### src/rv32v_config.svh
`ifndef RV32V_CONFIG_SVH
`define RV32V_CONFIG_SVH

// lanes in the execute datapath, one register bank per lane
`define RV32V_NUM_LANES 4

// architectural vector registers
`define RV32V_NUM_VREGS 32

// data memory depth in 32-bit words
`define RV32V_MEM_WORDS 256

// wishbone byte address width
`define RV32V_ADDR_W 32

`endif

### src/rv32v_types_pkg.sv
`include "rv32v_config.svh"

package rv32v_types_pkg;

    typedef logic [31:0] word_t;
    typedef logic [4:0] vreg_idx_t;
    typedef logic [`RV32V_NUM_LANES-1:0] lane_mask_t;
    typedef logic [`RV32V_ADDR_W-1:0] wb_addr_t;

    // one element per lane, so a whole register
    typedef word_t [`RV32V_NUM_LANES-1:0] vlane_data_t;

    typedef enum logic [1:0] {
        VC_ALU,
        VC_LOAD,
        VC_STORE
    } vinstr_class_t;

    typedef enum logic [3:0] {
        VALU_ADD,
        VALU_SUB,
        VALU_AND,
        VALU_OR,
        VALU_XOR,
        VALU_MIN,
        VALU_MINU,
        VALU_MAX,
        VALU_MAXU,
        VALU_SEQ,
        VALU_SNE,
        VALU_SLT,
        VALU_SLTU,
        VALU_MV
    } valu_op_t;

    // where operand B comes from
    typedef enum logic [1:0] {
        SRC_VV,
        SRC_VX,
        SRC_VI
    } vsrc_t;

    typedef struct packed {
        vinstr_class_t vclass;
        valu_op_t      valuop;
        vsrc_t         vsrc;
        vreg_idx_t     vd;
        vreg_idx_t     vs1;
        vreg_idx_t     vs2;
        logic [4:0]    vimm;
        logic          vsignext;
        logic          vmask_en;
        word_t         rs1;
    } vissue_t;

    // vres doubles as store data for VC_STORE
    typedef struct packed {
        logic          valid;
        vinstr_class_t vclass;
        vreg_idx_t     vd;
        vlane_data_t   vres;
        lane_mask_t    vlane_mask;
        word_t         base;
    } vexmem_t;

    typedef struct packed {
        logic        wen;
        vreg_idx_t   vd;
        vlane_data_t vwdata;
        lane_mask_t  vlane_mask;
    } vwb_t;

    typedef struct packed {
        logic       cyc;
        logic       stb;
        logic       we;
        wb_addr_t   adr;
        word_t      dat_w;
        logic [3:0] sel;
    } wb_req_t;

    typedef struct packed {
        logic  ack;
        word_t dat_r;
    } wb_rsp_t;

    typedef enum logic [1:0] {
        MS_IDLE,
        MS_ACCESS,
        MS_WRITEBACK
    } mem_state_t;

endpackage

### src/rv32v_wb_arbiter.sv
`timescale 1ns/100ps

module rv32v_wb_arbiter
    import rv32v_types_pkg::*;
(
    input  logic    CLK,
    input  logic    rst_n,
    input  wb_req_t m0_req,
    input  wb_req_t m1_req,
    input  wb_rsp_t s_rsp,
    output wb_rsp_t m0_rsp,
    output wb_rsp_t m1_rsp,
    output wb_req_t s_req
);

    logic owner_vld;
    logic owner;
    logic last;
    logic pick;
    logic rearb;
    logic any_req;

    assign any_req = m0_req.cyc || m1_req.cyc;

    // grant is only released once the owner drops cyc
    assign rearb = !owner_vld || (owner ? !m1_req.cyc : !m0_req.cyc);

    // round robin on contention, else whoever asks
    assign pick = (m0_req.cyc && m1_req.cyc) ? !last : m1_req.cyc;

    always_ff @(posedge CLK or negedge rst_n) begin
        if (!rst_n) begin
            owner_vld <= 1'b0;
            owner     <= 1'b0;
            last      <= 1'b1;
        end else if (rearb) begin
            owner_vld <= any_req;
            owner     <= any_req ? pick : 1'b0;
            if (any_req) begin
                last <= pick;
            end
        end
    end

    always_comb begin
        s_req = '0;
        if (owner_vld) begin
            s_req = owner ? m1_req : m0_req;
        end
    end

    assign m0_rsp.dat_r = s_rsp.dat_r;
    assign m1_rsp.dat_r = s_rsp.dat_r;
    assign m0_rsp.ack   = s_rsp.ack && owner_vld && !owner;
    assign m1_rsp.ack   = s_rsp.ack && owner_vld && owner;

    // the ack returns to the master the memory served one cycle before
    a_ack_same_owner: assert property (@(posedge CLK) disable iff (!rst_n)
        s_rsp.ack |-> owner_vld && $stable(owner))
        else $error("slave ack routed to a different master");

    // slave ack must land on a master still in its cycle
    a_ack_in_cyc: assert property (@(posedge CLK) disable iff (!rst_n)
        (m0_rsp.ack |-> m0_req.cyc) and (m1_rsp.ack |-> m1_req.cyc))
        else $error("ack delivered outside a bus cycle");

endmodule

### config.mk
export PLATFORM = sky130hd
export DESIGN_NAME = rv32v_wb_arbiter
export DESIGN_NICKNAME = d
export VERILOG_FILES = /design/src/rv32v_types_pkg.sv /design/src/rv32v_wb_arbiter.sv
export VERILOG_INCLUDE_DIRS = /design/src
export SDC_FILE = /design/constraint.sdc
export NUM_CORES = 1
export LEC_CHECK = 0
export ABC_AREA = 1
export BUFFER_PORTS_ARGS = -buffer_cell sky130_fd_sc_hd__buf_2
export CORE_AREA = 2 2 122 124
export CTS_BUF_LIST = sky130_fd_sc_hd__clkbuf_8
export DETAILED_ROUTE_END_ITERATION = 10
export DIE_AREA = 0 0 124 126
export SLEW_MARGIN = 20
export SYNTH_ARGS = -nofsm -noshare
export SYNTH_HDL_FRONTEND = slang
export SYNTH_SLANG_ARGS = --single-unit
### constraint.sdc
create_clock -name CLK -period 2.93 [get_ports CLK]
set_input_delay 0 -clock CLK [delete_from_list [all_inputs] [get_ports CLK]]
set_output_delay 0 -clock CLK [all_outputs]
set_load 0.05 [all_outputs]
# After elaboration in Yosys (flattened, before gate mapping)
# Cells that the tools add are included.
# W data, S select, Z words.
dict set report word_totals {
  in_bits 177
  output_inout_bits 137
  ff_bits 3
  wordCells 20
}
dict set report op_classes {
  reduce_logical 12
  mux 5
}
# cell n
set ops {}
lappend ops {{$mux W71} 2}
lappend ops {{$logic_not A1 Y1} 5}
lappend ops {{$logic_and A1 B1 Y1} 4}
lappend ops {{$mux W1} 3}
lappend ops {{$logic_or A1 B1 Y1} 2}
lappend ops {{$reduce_and A2 Y1} 1}

# Logic depth before layout (Yosys ltp)
dict set report depth {
  word_depth 4
  mapped_depth 7
  depth_no_buf 6
}

# Worst setup path after synthesis
# Ideal clock, no wire load.
dict set report synth_timing {
  path_type {register to output}
  from {register owner}
  to {output port m0_rsp[32] (netlist bit)}
  t_arrival_ns 1.748
  t_required_ns 2.930
  n_path_buf 2
  slack_ns 1.182
  path_stages_with_launch 4
  path_cell_list {dfrtp_1 buf_6 buf_2 nor3_1}
}
# item line_no
set synth_rtl {}
lappend synth_rtl {{from (decl)} rv32v_wb_arbiter.sv:17} ;# logic owner;
lappend synth_rtl {{from (signal assigned)} rv32v_wb_arbiter.sv:38} ;# owner <= any_req ? pick : 1'b0;
lappend synth_rtl {{to (decl)} rv32v_wb_arbiter.sv:11} ;# output wb_rsp_t m0_rsp,

==> results.py <==
metrics = {
    "run_status": {
        "status": "completed",
    },
    "floorplan": {
        "die_area_sq_mm": 0.0156,
        "core_sq_mm": 0.0143,
        "rows": 44,
        "start_util_pct": 11.6,
        "die_w_microns": 124,
        "die_y_microns": 126,
        "num_io_pins": 314,
    },
    "clock_tree": {
        "cts.sinks": 3,
        "clock_path_buffers": 2,
        "htree_levels": 1,
        "insertion_delay_ns": 0.22,
        "cts_tree": "yes",
        "cts_setup_buffers": 0,
        "path_clk_slew_ns": 0.03,
        "cts_made_buffers": 3,
        "cts_root_buf": "clkbuf_8",
    },
    "timing": {
        "tns_ns": 0,
        "rsz0062_at_grt": "no",
        "worstMarginPinSlew_ns": 0.796,
        "setup_viol": 0,
        "min_period_ns": 2.06,
        "finalHoldViolations": 0,
        "skew_ns": 0.00306,
        "fin_crit_sh_pct": 70.3,
        "slew_violations": 0,
        "whs_ns": 0.0000270,
        "fmax_mhz": 486,
        "slew_headroom_pct": 46.9,
        "setup_ws_ns": 0.871,
    },
    "pwr": {
        "p_leak_nw": 1.41,
        "vdd_drop_max_mv": 0.331,
        "p_per_area_mw_per_mm2": 715,
    },
    "place": {
        "post-place-ws_ns": 1.05,
        "port-buffer-count": 217,
        "gp_congestion": 0.726,
        "hpwlAfterDp_mm": 5.75,
    },
    "critical_path": {
        "path_max_fanout": 73,
        "crit_required_ns": 2.93,
        "cp_cell_sequence": "inv_4 > nand2_1 > nand3_2 > inv_1 > buf_2",
        "start_kind": "flip-flop",
        "slowest_stage": "dfrtp_2",
        "cp-end-kind": "output port",
        "slowest_delay_ns": 0.76,
        "crit_type": "flip-flop to output port",
        "crit_arrival_ns": 2.06,
    },
    "yosys": {
        "yosysTopAreaCellShare_pct": 31.6,
        "ys_warn_count": 0,
        "synthCells": 318,
        "ys_ff_latch": 3,
        "ys_seq_area_share_pct": 4.58,
        "yosysUniqueCellTypes": 16,
        "synth_fp_nets": 495,
        "yosys.area.top_type": "nor2_1",
        "netlist_area_sq_mm": 0.00167,
        "synth_area_leaders": "nor2_1 (32%), buf_4 (31%), o21ai_0 (17%)",
        "postSynthAreaPerCell_sq_um": 5.24,
    },
    "global_routing": {
        "grt_overflow_total": 0,
        "grt_pass1_vias": 2018,
        "grt_pass1_wl_mm": 9.78,
        "antenna_found_initial": 1,
        "gr-usage-all-layers_pct": 8.11,
        "grt_max_degree": 74,
    },
    "final_layout": {
        "synthToLayoutAreaGrowth_pct": 46.2,
        "drive_above_1_share_pct": 50.2,
        "antenna_cells": 0,
        "nFillCells": 1700,
        "nets": 634,
    },
    "detailed_routing": {
        "wl_per_cell_microns": 11.2,
        "route.detailed.drc": 0,
        "vias": 2368,
        "drt_iter0_drc": 70,
        "final_antenna_net_count": 0,
        "drt-pass1-iter-count": 4,
        "via_per_inst": 3.70,
        "wl_mm": 7.15,
    },
    "min_path": {
        "min_path_type": "input port to output port",
    },
    "run": {
        "drv_cap": 0,
    },
}
## sequential cells by signal, summed over array words and instances (netlist names)
| signal | count |
|---|---|
| last | 1 |
| owner | 1 |
| owner_vld | 1 |
## Yosys cell counts
| cell type | instances |
|---|---|
| a21oi_1 | 1 |
| buf_2 | 10 |
| buf_4 | 69 |
| buf_6 | 3 |
| clkbuf_2 | 5 |
| dfrtp_1 | 2 |
| dfstp_2 | 1 |
| inv_1 | 5 |
| inv_4 | 1 |
| nand2_1 | 7 |
| nand3_2 | 1 |
| nor2_1 | 140 |
| nor3_1 | 1 |
| nor3_2 | 1 |
| o21ai_0 | 57 |
| o21ai_1 | 14 |
## through the flow
step	power, mW	utilization [%]	instances	cell area, sq um
2_1_floorplan	1.54	-	318	1670
3_5_place_dp	1.63	16.6	635	2380
5_1_grt	1.88	17.0	640	2430
6_report	1.74	17.0	640	2430
3_3_place_gp	1.63	16.6	635	2380
4_1_cts	1.76	17.0	640	2430
## per-layer routing
| metal | part of all wire (%) | wire length [microns] | GRT usage [%] | up-vias |
|---|---|---|---|---|
| met5 | 0.18 | 13 | 0 | - |
| met4 | 2.0 | 144 | 3.30 | 2 |
| met3 | 13 | 953 | 3.17 | 25 |
| met2 | 48 | 3470 | 14.6 | 175 |
| met1 | 36 | 2570 | 8.24 | 954 |
| li1 | - | - | - | 1212 |
## repair_timing
action,4_1_cts,5_1_grt
endpoints found under the hold margin,3,0
gates resized for setup,0,0
hold buffers,1,0
## where the power goes
part           switching, mW  internal [mW]
combinational           1.17          0.344
sequential            0.0544         0.0541
clock                 0.0303         0.0894
total                   1.25          0.487
## layout by cell type, fill, tap and decap left out
master / instances
dlygate4sd3_1: 1
o21ai_1: 14
o21ai_0: 57
dfrtp_2: 2
nor3_2: 1
nand2_1: 7
clkbuf_8: 3
inv_4: 1
dfstp_2: 1
inv_1: 6
buf_2: 217
buf_4: 3
nor2_1: 140
nor3_1: 1
a21oi_1: 1
nand3_2: 1
## final timing paths
kind	start	to	slack (ns)	depth (start not counted)
setup / recovery	owner	s_req[70]	0.87	5
hold / removal	s_rsp[16]	m1_rsp[16]	0.00003	0
setup reg to reg	owner	owner	1.10	5
hold reg to reg	last	last	0.47	2
max in group asynchronous	rst_n	last	2.53	2
min in group asynchronous	rst_n	owner_vld	0.21	2
## worst max-delay path, delay by kind of cell (launching register included)
family	cells	cell delay, ns
flip-flops	1	0.76
AND/OR/NAND/NOR	2	0.28
buffers and inverters	3	0.77
## logic make-up (layout without fill, tap and decap cells)
family	after synthesis	count (layout)	share of synthesized area (%)
AOI/OAI and AO/OA	72	72	21.6
buffers and inverters	93	231	39.1
DFF	3	3	4.58
and+or+nand+nor	150	150	34.6
## cell type report
cell class / count / area (sq um) / share of cell area [%]
Timing Repair Buffer: 221 / 1120 / 45.9
Tap cell: 184 / 230 / 9.46
Multi-Input combinational cell: 222 / 937 / 38.5
Sequential cell: 3 / 78.8 / 3.24
Clock buffer: 3 / 41.3 / 1.70
Inverter: 6 / 25.0 / 1.03
Clock inverter: 1 / 3.75 / 0.154
No activity file was read; power rests on OpenSTA's default activity.
