<file path="src/rv32v_config.svh">
`ifndef RV32V_CONFIG_SVH
`define RV32V_CONFIG_SVH

// lanes in the execute datapath, one register bank per lane
`define RV32V_NUM_LANES 4

// architectural vector registers
`define RV32V_NUM_VREGS 32

// data memory depth in 32-bit words
`define RV32V_MEM_WORDS 256

// wishbone byte address width
`define RV32V_ADDR_W 32

`endif

</file>
<file path="src/rv32v_types_pkg.sv">
`include "rv32v_config.svh"

package rv32v_types_pkg;

    typedef logic [31:0] word_t;
    typedef logic [4:0] vreg_idx_t;
    typedef logic [`RV32V_NUM_LANES-1:0] lane_mask_t;
    typedef logic [`RV32V_ADDR_W-1:0] wb_addr_t;

    // one element per lane, so a whole register
    typedef word_t [`RV32V_NUM_LANES-1:0] vlane_data_t;

    typedef enum logic [1:0] {
        VC_ALU,
        VC_LOAD,
        VC_STORE
    } vinstr_class_t;

    typedef enum logic [3:0] {
        VALU_ADD,
        VALU_SUB,
        VALU_AND,
        VALU_OR,
        VALU_XOR,
        VALU_MIN,
        VALU_MINU,
        VALU_MAX,
        VALU_MAXU,
        VALU_SEQ,
        VALU_SNE,
        VALU_SLT,
        VALU_SLTU,
        VALU_MV
    } valu_op_t;

    // where operand B comes from
    typedef enum logic [1:0] {
        SRC_VV,
        SRC_VX,
        SRC_VI
    } vsrc_t;

    typedef struct packed {
        vinstr_class_t vclass;
        valu_op_t      valuop;
        vsrc_t         vsrc;
        vreg_idx_t     vd;
        vreg_idx_t     vs1;
        vreg_idx_t     vs2;
        logic [4:0]    vimm;
        logic          vsignext;
        logic          vmask_en;
        word_t         rs1;
    } vissue_t;

    // vres doubles as store data for VC_STORE
    typedef struct packed {
        logic          valid;
        vinstr_class_t vclass;
        vreg_idx_t     vd;
        vlane_data_t   vres;
        lane_mask_t    vlane_mask;
        word_t         base;
    } vexmem_t;

    typedef struct packed {
        logic        wen;
        vreg_idx_t   vd;
        vlane_data_t vwdata;
        lane_mask_t  vlane_mask;
    } vwb_t;

    typedef struct packed {
        logic       cyc;
        logic       stb;
        logic       we;
        wb_addr_t   adr;
        word_t      dat_w;
        logic [3:0] sel;
    } wb_req_t;

    typedef struct packed {
        logic  ack;
        word_t dat_r;
    } wb_rsp_t;

    typedef enum logic [1:0] {
        MS_IDLE,
        MS_ACCESS,
        MS_WRITEBACK
    } mem_state_t;

endpackage

</file>
<file path="src/rv32v_mem_stage.sv">
`timescale 1ns/100ps
`include "rv32v_config.svh"

module rv32v_mem_stage
    import rv32v_types_pkg::*;
(
    input  logic        CLK,
    input  logic        rst_n,
    input  vexmem_t     vexmem,
    input  wb_rsp_t     wb_rsp,
    output wb_req_t     wb_req,
    output vwb_t        vwb,
    output logic        busy,
    output logic        retire_valid,
    output vreg_idx_t   retire_vd,
    output vlane_data_t retire_data,
    output lane_mask_t  retire_mask
);

    localparam int LANE_W = $clog2(`RV32V_NUM_LANES);

    mem_state_t        state;
    vexmem_t           ex_q;
    lane_mask_t        pending;
    logic              gap;
    logic [LANE_W-1:0] lane;
    logic              acked;
    logic              done;
    logic              wb_wen;
    vreg_idx_t         wb_vd;
    vlane_data_t       wb_data;
    lane_mask_t        wb_mask;

    // lowest lane still waiting for its word
    always_comb begin
        lane = '0;
        for (int i = `RV32V_NUM_LANES - 1; i >= 0; i--) begin
            if (pending[i]) begin
                lane = LANE_W'(i);
            end
        end
    end

    always_comb begin
        wb_req.cyc   = (state == MS_ACCESS) && (pending != '0) && !gap;
        wb_req.stb   = wb_req.cyc;
        wb_req.we    = (ex_q.vclass == VC_STORE);
        wb_req.adr   = wb_addr_t'(ex_q.base + (word_t'(lane) << 2));
        wb_req.dat_w = ex_q.vres[lane];
        wb_req.sel   = 4'hf;
    end

    assign acked = wb_req.cyc && wb_rsp.ack;
    assign done  = (state == MS_ACCESS) && (pending == '0);
    assign busy  = (state != MS_IDLE);

    always_ff @(posedge CLK or negedge rst_n) begin
        if (!rst_n) begin
            state   <= MS_IDLE;
            pending <= '0;
            gap     <= 1'b0;
            wb_wen  <= 1'b0;
        end else begin
            // idle cycle after each word lets the host in
            gap    <= acked;
            wb_wen <= 1'b0;
            case (state)
                MS_IDLE: begin
                    if (vexmem.valid && vexmem.vclass == VC_ALU) begin
                        wb_wen <= 1'b1;
                    end else if (vexmem.valid) begin
                        state   <= MS_ACCESS;
                        pending <= vexmem.vlane_mask;
                    end
                end
                MS_ACCESS: begin
                    if (acked) begin
                        pending[lane] <= 1'b0;
                    end
                    if (done && ex_q.vclass == VC_LOAD) begin
                        state  <= MS_WRITEBACK;
                        wb_wen <= 1'b1;
                    end else if (done) begin
                        state <= MS_IDLE;
                    end
                end
                default: state <= MS_IDLE;
            endcase
        end
    end

    always_ff @(posedge CLK) begin
        if (vexmem.valid) begin
            ex_q <= vexmem;
        end else if (acked && ex_q.vclass == VC_LOAD) begin
            ex_q.vres[lane] <= wb_rsp.dat_r;
        end
        if (vexmem.valid) begin
            wb_vd   <= vexmem.vd;
            wb_data <= vexmem.vres;
            wb_mask <= vexmem.vlane_mask;
        end else if (done) begin
            // masked lanes are not written, so they keep their value
            wb_vd   <= ex_q.vd;
            wb_data <= ex_q.vres;
            wb_mask <= ex_q.vlane_mask;
        end
    end

    assign vwb.wen        = wb_wen;
    assign vwb.vd         = wb_vd;
    assign vwb.vwdata     = wb_data;
    assign vwb.vlane_mask = wb_mask;

    assign retire_valid = wb_wen;
    assign retire_vd    = wb_vd;
    assign retire_data  = wb_data;
    assign retire_mask  = wb_mask;

    // new work only arrives while the sequencer is idle
    a_accept_idle: assert property (@(posedge CLK) disable iff (!rst_n)
        vexmem.valid |-> state == MS_IDLE)
        else $error("instruction arrived while memory stage busy");

    // request is held through arbitration and memory latency
    a_req_hold: assert property (@(posedge CLK) disable iff (!rst_n)
        wb_req.stb && !wb_rsp.ack |=>
            wb_req.stb && $stable(wb_req.adr) && $stable(wb_req.we))
        else $error("wishbone request changed before ack");

endmodule

</file>
<file path="config.mk">
export PLATFORM = sky130hd
export DESIGN_NAME = rv32v_mem_stage
export DESIGN_NICKNAME = d
export VERILOG_FILES = /design/src/rv32v_types_pkg.sv /design/src/rv32v_mem_stage.sv
export VERILOG_INCLUDE_DIRS = /design/src
export SDC_FILE = /design/constraint.sdc
export NUM_CORES = 1
export LEC_CHECK = 0
export ABC_CLOCK_PERIOD_IN_PS = 8650
export BUFFER_PORTS_ARGS = -buffer_cell sky130_fd_sc_hd__clkbuf_2
export CAP_MARGIN = 20
export CORE_AREA = 2 2 215 217
export DETAILED_ROUTE_END_ITERATION = 8
export DIE_AREA = 0 0 217 219
export PLACE_DENSITY = 0.68
export SYNTH_ARGS = -nofsm -noshare
export SYNTH_HDL_FRONTEND = slang
export SYNTH_SLANG_ARGS = --single-unit
</file>
<file path="constraint.sdc">
create_clock -name CLK -period 8.65 [get_ports CLK]
set_input_delay 1.73 -clock CLK [delete_from_list [all_inputs] [get_ports CLK]]
set_output_delay 1.73 -clock CLK [all_outputs]
set_load 0.05 [all_outputs]
</file>
Yosys cells after proc, flatten, opt, wreduce, memory -nomap -nowiden
Index checks and enable logic that the tools add are counted.

cells by class
  add/sub/neg operators = 1
  order comparisons = 2
  equality and inequality tests = 7
  mux-type cells = 31
  bitwise logic cells = 2
  reductions and logical operators = 19

operators by type and width
  cell                                                        count
  two-way mux 128 bit                                         4
  bitwise mux 128 bit                                         1
  binary-select mux 32 bit (select 2 bit)                     1
  demux 32 bit (select 2 bit)                                 1
  two-way mux 32 bit                                          2
  adder 32 x 4 -> 32 bit                                      1
  two-way mux 4 bit                                           5
  two-way mux 2 bit                                           8
  two-way mux 5 bit                                           2
  logical AND 1 bit                                           8
  one-hot mux 4 bit (2 select lines)                          1
  nonzero test 2 bit                                          4
  != test 2 bit, second input constant                        3
  bitwise AND 4 bit                                           1
  equality test 2 x 1 -> 1 bit, second input constant         2
  zero test 2 bit                                             2
  zero test 4 bit                                             1
  NOT 4 bit                                                   1
  one-hot mux 2 bit (2 select lines)                          1
  AND reduction 4 bit                                         1
  nonzero test 4 bit                                          1
  less-than comparator 2 x 3 -> 1 bit, second input constant  1
  two-way mux 1 bit                                           3
  != test 3 x 2 -> 1 bit, second input constant               1
  6 further kinds                                             6

storage, ports and cells
  flip-flop bits (word level) = 316
  logic and storage cells = 80

Longest topological paths before layout
  depth after elaboration = 12
  gate-level depth with buffers = 10
  mapped depth without buffers = 10

Worst setup path before layout
OpenSTA, ideal clock, no wires.

  kind = input-to-reg
  from = in vexmem[171] (netlist bit)
  to = reg wb_data (netlist bit retire_data[0]), enable pin
  setup time = 0.495 ns
  arrival = 5.316 ns
  required time = 8.155 ns
  setup slack = 2.839 ns
  stages = 4
  path buffers = 3
  cells stage by stage = clkbuf_1 > clkbuf_1 > clkbuf_1 > a21o_1

between the ends
  longest elaborated chain between the ends = 1

RTL lines
  item                          RTL line                RTL
  from (decl)                   rv32v_mem_stage.sv:9    input vexmem_t vexmem,
  nonzero test 2 bit (no line)  -
  to (signal assigned)          rv32v_mem_stage.sv:100  wb_data <= vexmem.vres;
  to (signal assigned)          rv32v_mem_stage.sv:105  wb_data <= ex_q.vres;
  to (decl)                     rv32v_mem_stage.sv:31   vlane_data_t wb_data;

No other way between the ends.
A chain may end at the register's enable or synchronous reset.

==> results.sh <==
export IMPL_status="complete, no violations"
export IMPL_ant_nets=0
export IMPL_synth_area_leader_cell="edfxtp_1"
export IMPL_initial_core_util_pct=33.13
export IMPL_drt_wirelength_per_cell_um=22.77
export IMPL_rows=78
export IMPL_clk_latency_ns=0.54
export IMPL_grt_total_usage_pct=18.72
export IMPL_grt_use_met3_pct=4.449
export IMPL_n_fill_cell=4221
export IMPL_drc=0
export IMPL_core_mm2=0.04509
export IMPL_p_leak_nw=7.892
export IMPL_vias=10460
export IMPL_yosysSeqAreaShare_pct=63.27
export IMPL_max_slew_margin_pct=24.11
export IMPL_grt_max_degree=148
export IMPL_cts_num_sinks=316
export IMPL_crit_reg2reg_capture="ex_q[45]"
export IMPL_drive_above_1_share_pct=53.78
export IMPL_busiest_layer="met2"
export IMPL_die_width_um=217
export IMPL_die_h_um=219
export IMPL_synthArstFlopShare_pct=2.532
export IMPL_finalHoldViolations=0
export IMPL_syn_instance_count=1025
export IMPL_cp_data_arrival_time_ns=3.61
export IMPL_synth_area_leaders="edfxtp_1 (62%), mux2_2 (10%), a22o_1 (7.7%)"
export IMPL_diodes=0
export IMPL_crit_fanout=8
export IMPL_cts_root_buf="clkbuf_16"
export IMPL_start_kind="flop"
export IMPL_use_met1_pct=23.08
export IMPL_synth_cell_types=40
export IMPL_overflow=0
export IMPL_hold_depth=1
export IMPL_grtUsageMet2_pct=32.42
export IMPL_routed_wl_mm=46.77
export IMPL_synth_top_area_share_pct=61.93
export IMPL_avgSynthCellArea_um2=14.57
export IMPL_areaGrowthSynthToFinish_pct=24.96
export IMPL_die_area_mm2=0.04752
export IMPL_powerDensity_mw_per_mm2=358.6
export IMPL_setup_tns_ns=0
export IMPL_mostFrequentLayoutCell="clkbuf_2"
export IMPL_worstPathRequired_ns=6.92
export IMPL_rsz0062_at_grt="false"
export IMPL_hp_start="ex_q[35]"
export IMPL_netlist_area_mm2=0.01494
export IMPL_drtIter0Drc=716
export IMPL_dpl_cell_area_mm2=0.01735
export IMPL_final_min_clock_period_ns=5.339
export IMPL_cts_tree="yes"
export IMPL_critical_path_class="flop to output port"
export IMPL_synth_edf_count=308
export IMPL_yosysWarnings=0
export IMPL_post_cts_buffers=0
export IMPL_final_cell_mix="clkbuf_2 (549), edfxtp_1 (308), mux2_2 (137)"
export IMPL_grt_pass1_wl_mm=65.94
export IMPL_r2r_start="state[1]"
export IMPL_viasPerCell=5.090
export IMPL_antenna_found_initial=4
export IMPL_synth_flop_cell="edfxtp_1"
export IMPL_path_clk_slew_ns=0.06
export IMPL_cts_buffers=37
export IMPL_hp_class="flop to flop"
export IMPL_htreeDepth=2
export IMPL_port_buffers=550
export IMPL_cap_violations=0
export IMPL_hold_end="retire_mask[3]"
export IMPL_setup_viol=0
export IMPL_stdcell_area_mm2=0.01866
export IMPL_gp_congestion=0.8629
export IMPL_first_pass_iters=6
export IMPL_ys_ff_latch=316
export IMPL_grt_pass1_vias=10400
export IMPL_cts_hold_buf=0
export IMPL_fmax_mhz=187.3
export IMPL_period_share_pct=61.72
export IMPL_slew_viol_final=0
export IMPL_cts_resized=0
export IMPL_dpl_hpwl_mm=32.60
export IMPL_tightest_slew_ns=1.138
export IMPL_fin_nets=1636
export IMPL_num_io_pins=555
export IMPL_ir_worst_vdd_v=0.0002490
export IMPL_cts_buffer_depth=3
export IMPL_reg2reg_slack_ns=5.77
export IMPL_reg2regPathDepth=5
export IMPL_cp_end_kind="output port"
export IMPL_clock_skew_ns=0.02286
synthesized netlist by cell type (4+ instances only):
| cell type | instances |
|---|---|
| a22o_1 | 131 |
| nor2_1 | 18 |
| and3_1 | 4 |
| xor2_1 | 18 |
| nor2b_1 | 5 |
| nor3_1 | 10 |
| buf_4 | 145 |
| nand2_1 | 79 |
| mux2_2 | 137 |
| xnor2_1 | 10 |
| dfrtp_1 | 8 |
| nor4_2 | 6 |
| o21bai_1 | 4 |
| a222oi_1 | 32 |
| clkbuf_1 | 57 |
| nand3_1 | 9 |
| edfxtp_1 | 308 |
| inv_1 | 9 |
power breakdown:
group | internal [W] | total (W) | switching [W] | leakage, nW
logic | 0.000572 | 0.00282 | 0.00225 | 4.06
registers | 0.00201 | 0.00218 | 0.000169 | 3.19
clock network | 0.00106 | 0.00169 | 0.000631 | 0.648
metal layers:
layer	share of wire, %	vias to the layer above
met3	7.3	73
met1	40	5234
met2	50	519
met5	0.083	-
li1	-	4623
met4	2.5	6
cell type report:
class / instances / area, um^2 / area share [%]
Inverter: 9 / 33.78 / 0.1810
Timing Repair Buffer: 563 / 2873 / 15.39
Clock inverter: 20 / 281.5 / 1.508
Clock buffer: 47 / 1036 / 5.551
Tap cell: 600 / 750.7 / 4.023
Sequential cell: 316 / 9449 / 50.63
Multi-Input combinational cell: 499 / 4239 / 22.71
how the worst max path moves through the flow:
stage | depth (start not counted) | to | startpoint | slack [ns]
floorplan | 4 | retire_data[0] | vexmem[171] | 2.84
global placement | 11 | wb_req[60] | pending[2] | 3.95
detailed placement | 9 | wb_req[60] | pending[1] | 3.87
CTS | 9 | wb_req[60] | pending[0] | 3.28
global route | 11 | wb_req[60] | pending[2] | 3.02
finish | 9 | wb_req[60] | pending[0] | 3.31
cell families after synthesis:
| group | after synthesis | synth area share, % |
|---|---|---|
| other | 1 | 0.02511 |
| AOI/OAI and AO/OA | 176 | 10.40 |
| xor gates and xnor gates | 28 | 1.642 |
| DFF | 316 | 63.27 |
| muxes | 137 | 10.33 |
| and+or+nand+nor | 151 | 4.993 |
| adders and majority gates | 3 | 0.3016 |
| buffers and inverters | 213 | 9.047 |
state kept, by name (all words and copies together), names as in the netlist:
signal / cells
retire_mask: 4
retire_valid: 1
ex_q: 171
state: 2
retire_data: 128
pending: 4
gap: 1
retire_vd: 5
per-stage QoR:
| stage | total power (W) | utilization, % | hold WS (ns) | instances | worst slack (ns) |
|---|---|---|---|---|---|
| after floorplan | 0.004383 | - | 0.5211 | 1028 | 2.839 |
| after global placement | 0.005019 | 38.47 | 0.5289 | 1987 | 3.949 |
| after detailed placement | 0.005037 | 38.47 | 0.5363 | 1987 | 3.865 |
| after CTS | 0.006744 | 41.39 | 0.5541 | 2054 | 3.282 |
| after global routing | 0.006921 | 41.39 | 0.5577 | 2054 | 3.022 |
| final | 0.006692 | 41.39 | 0.5509 | 2054 | 3.311 |
critical path: stages, from the launching register on:
cell      delay [ns]
dfrtp_1         0.47
nor2_1          0.31
o21a_1          0.21
inv_1           0.06
fa_1            0.45
and4b_1         0.36
nand4_1         0.35
nor4_1          0.39
xor2_1          0.18
clkbuf_2        0.30
Power figures use the tool's default switching activity.
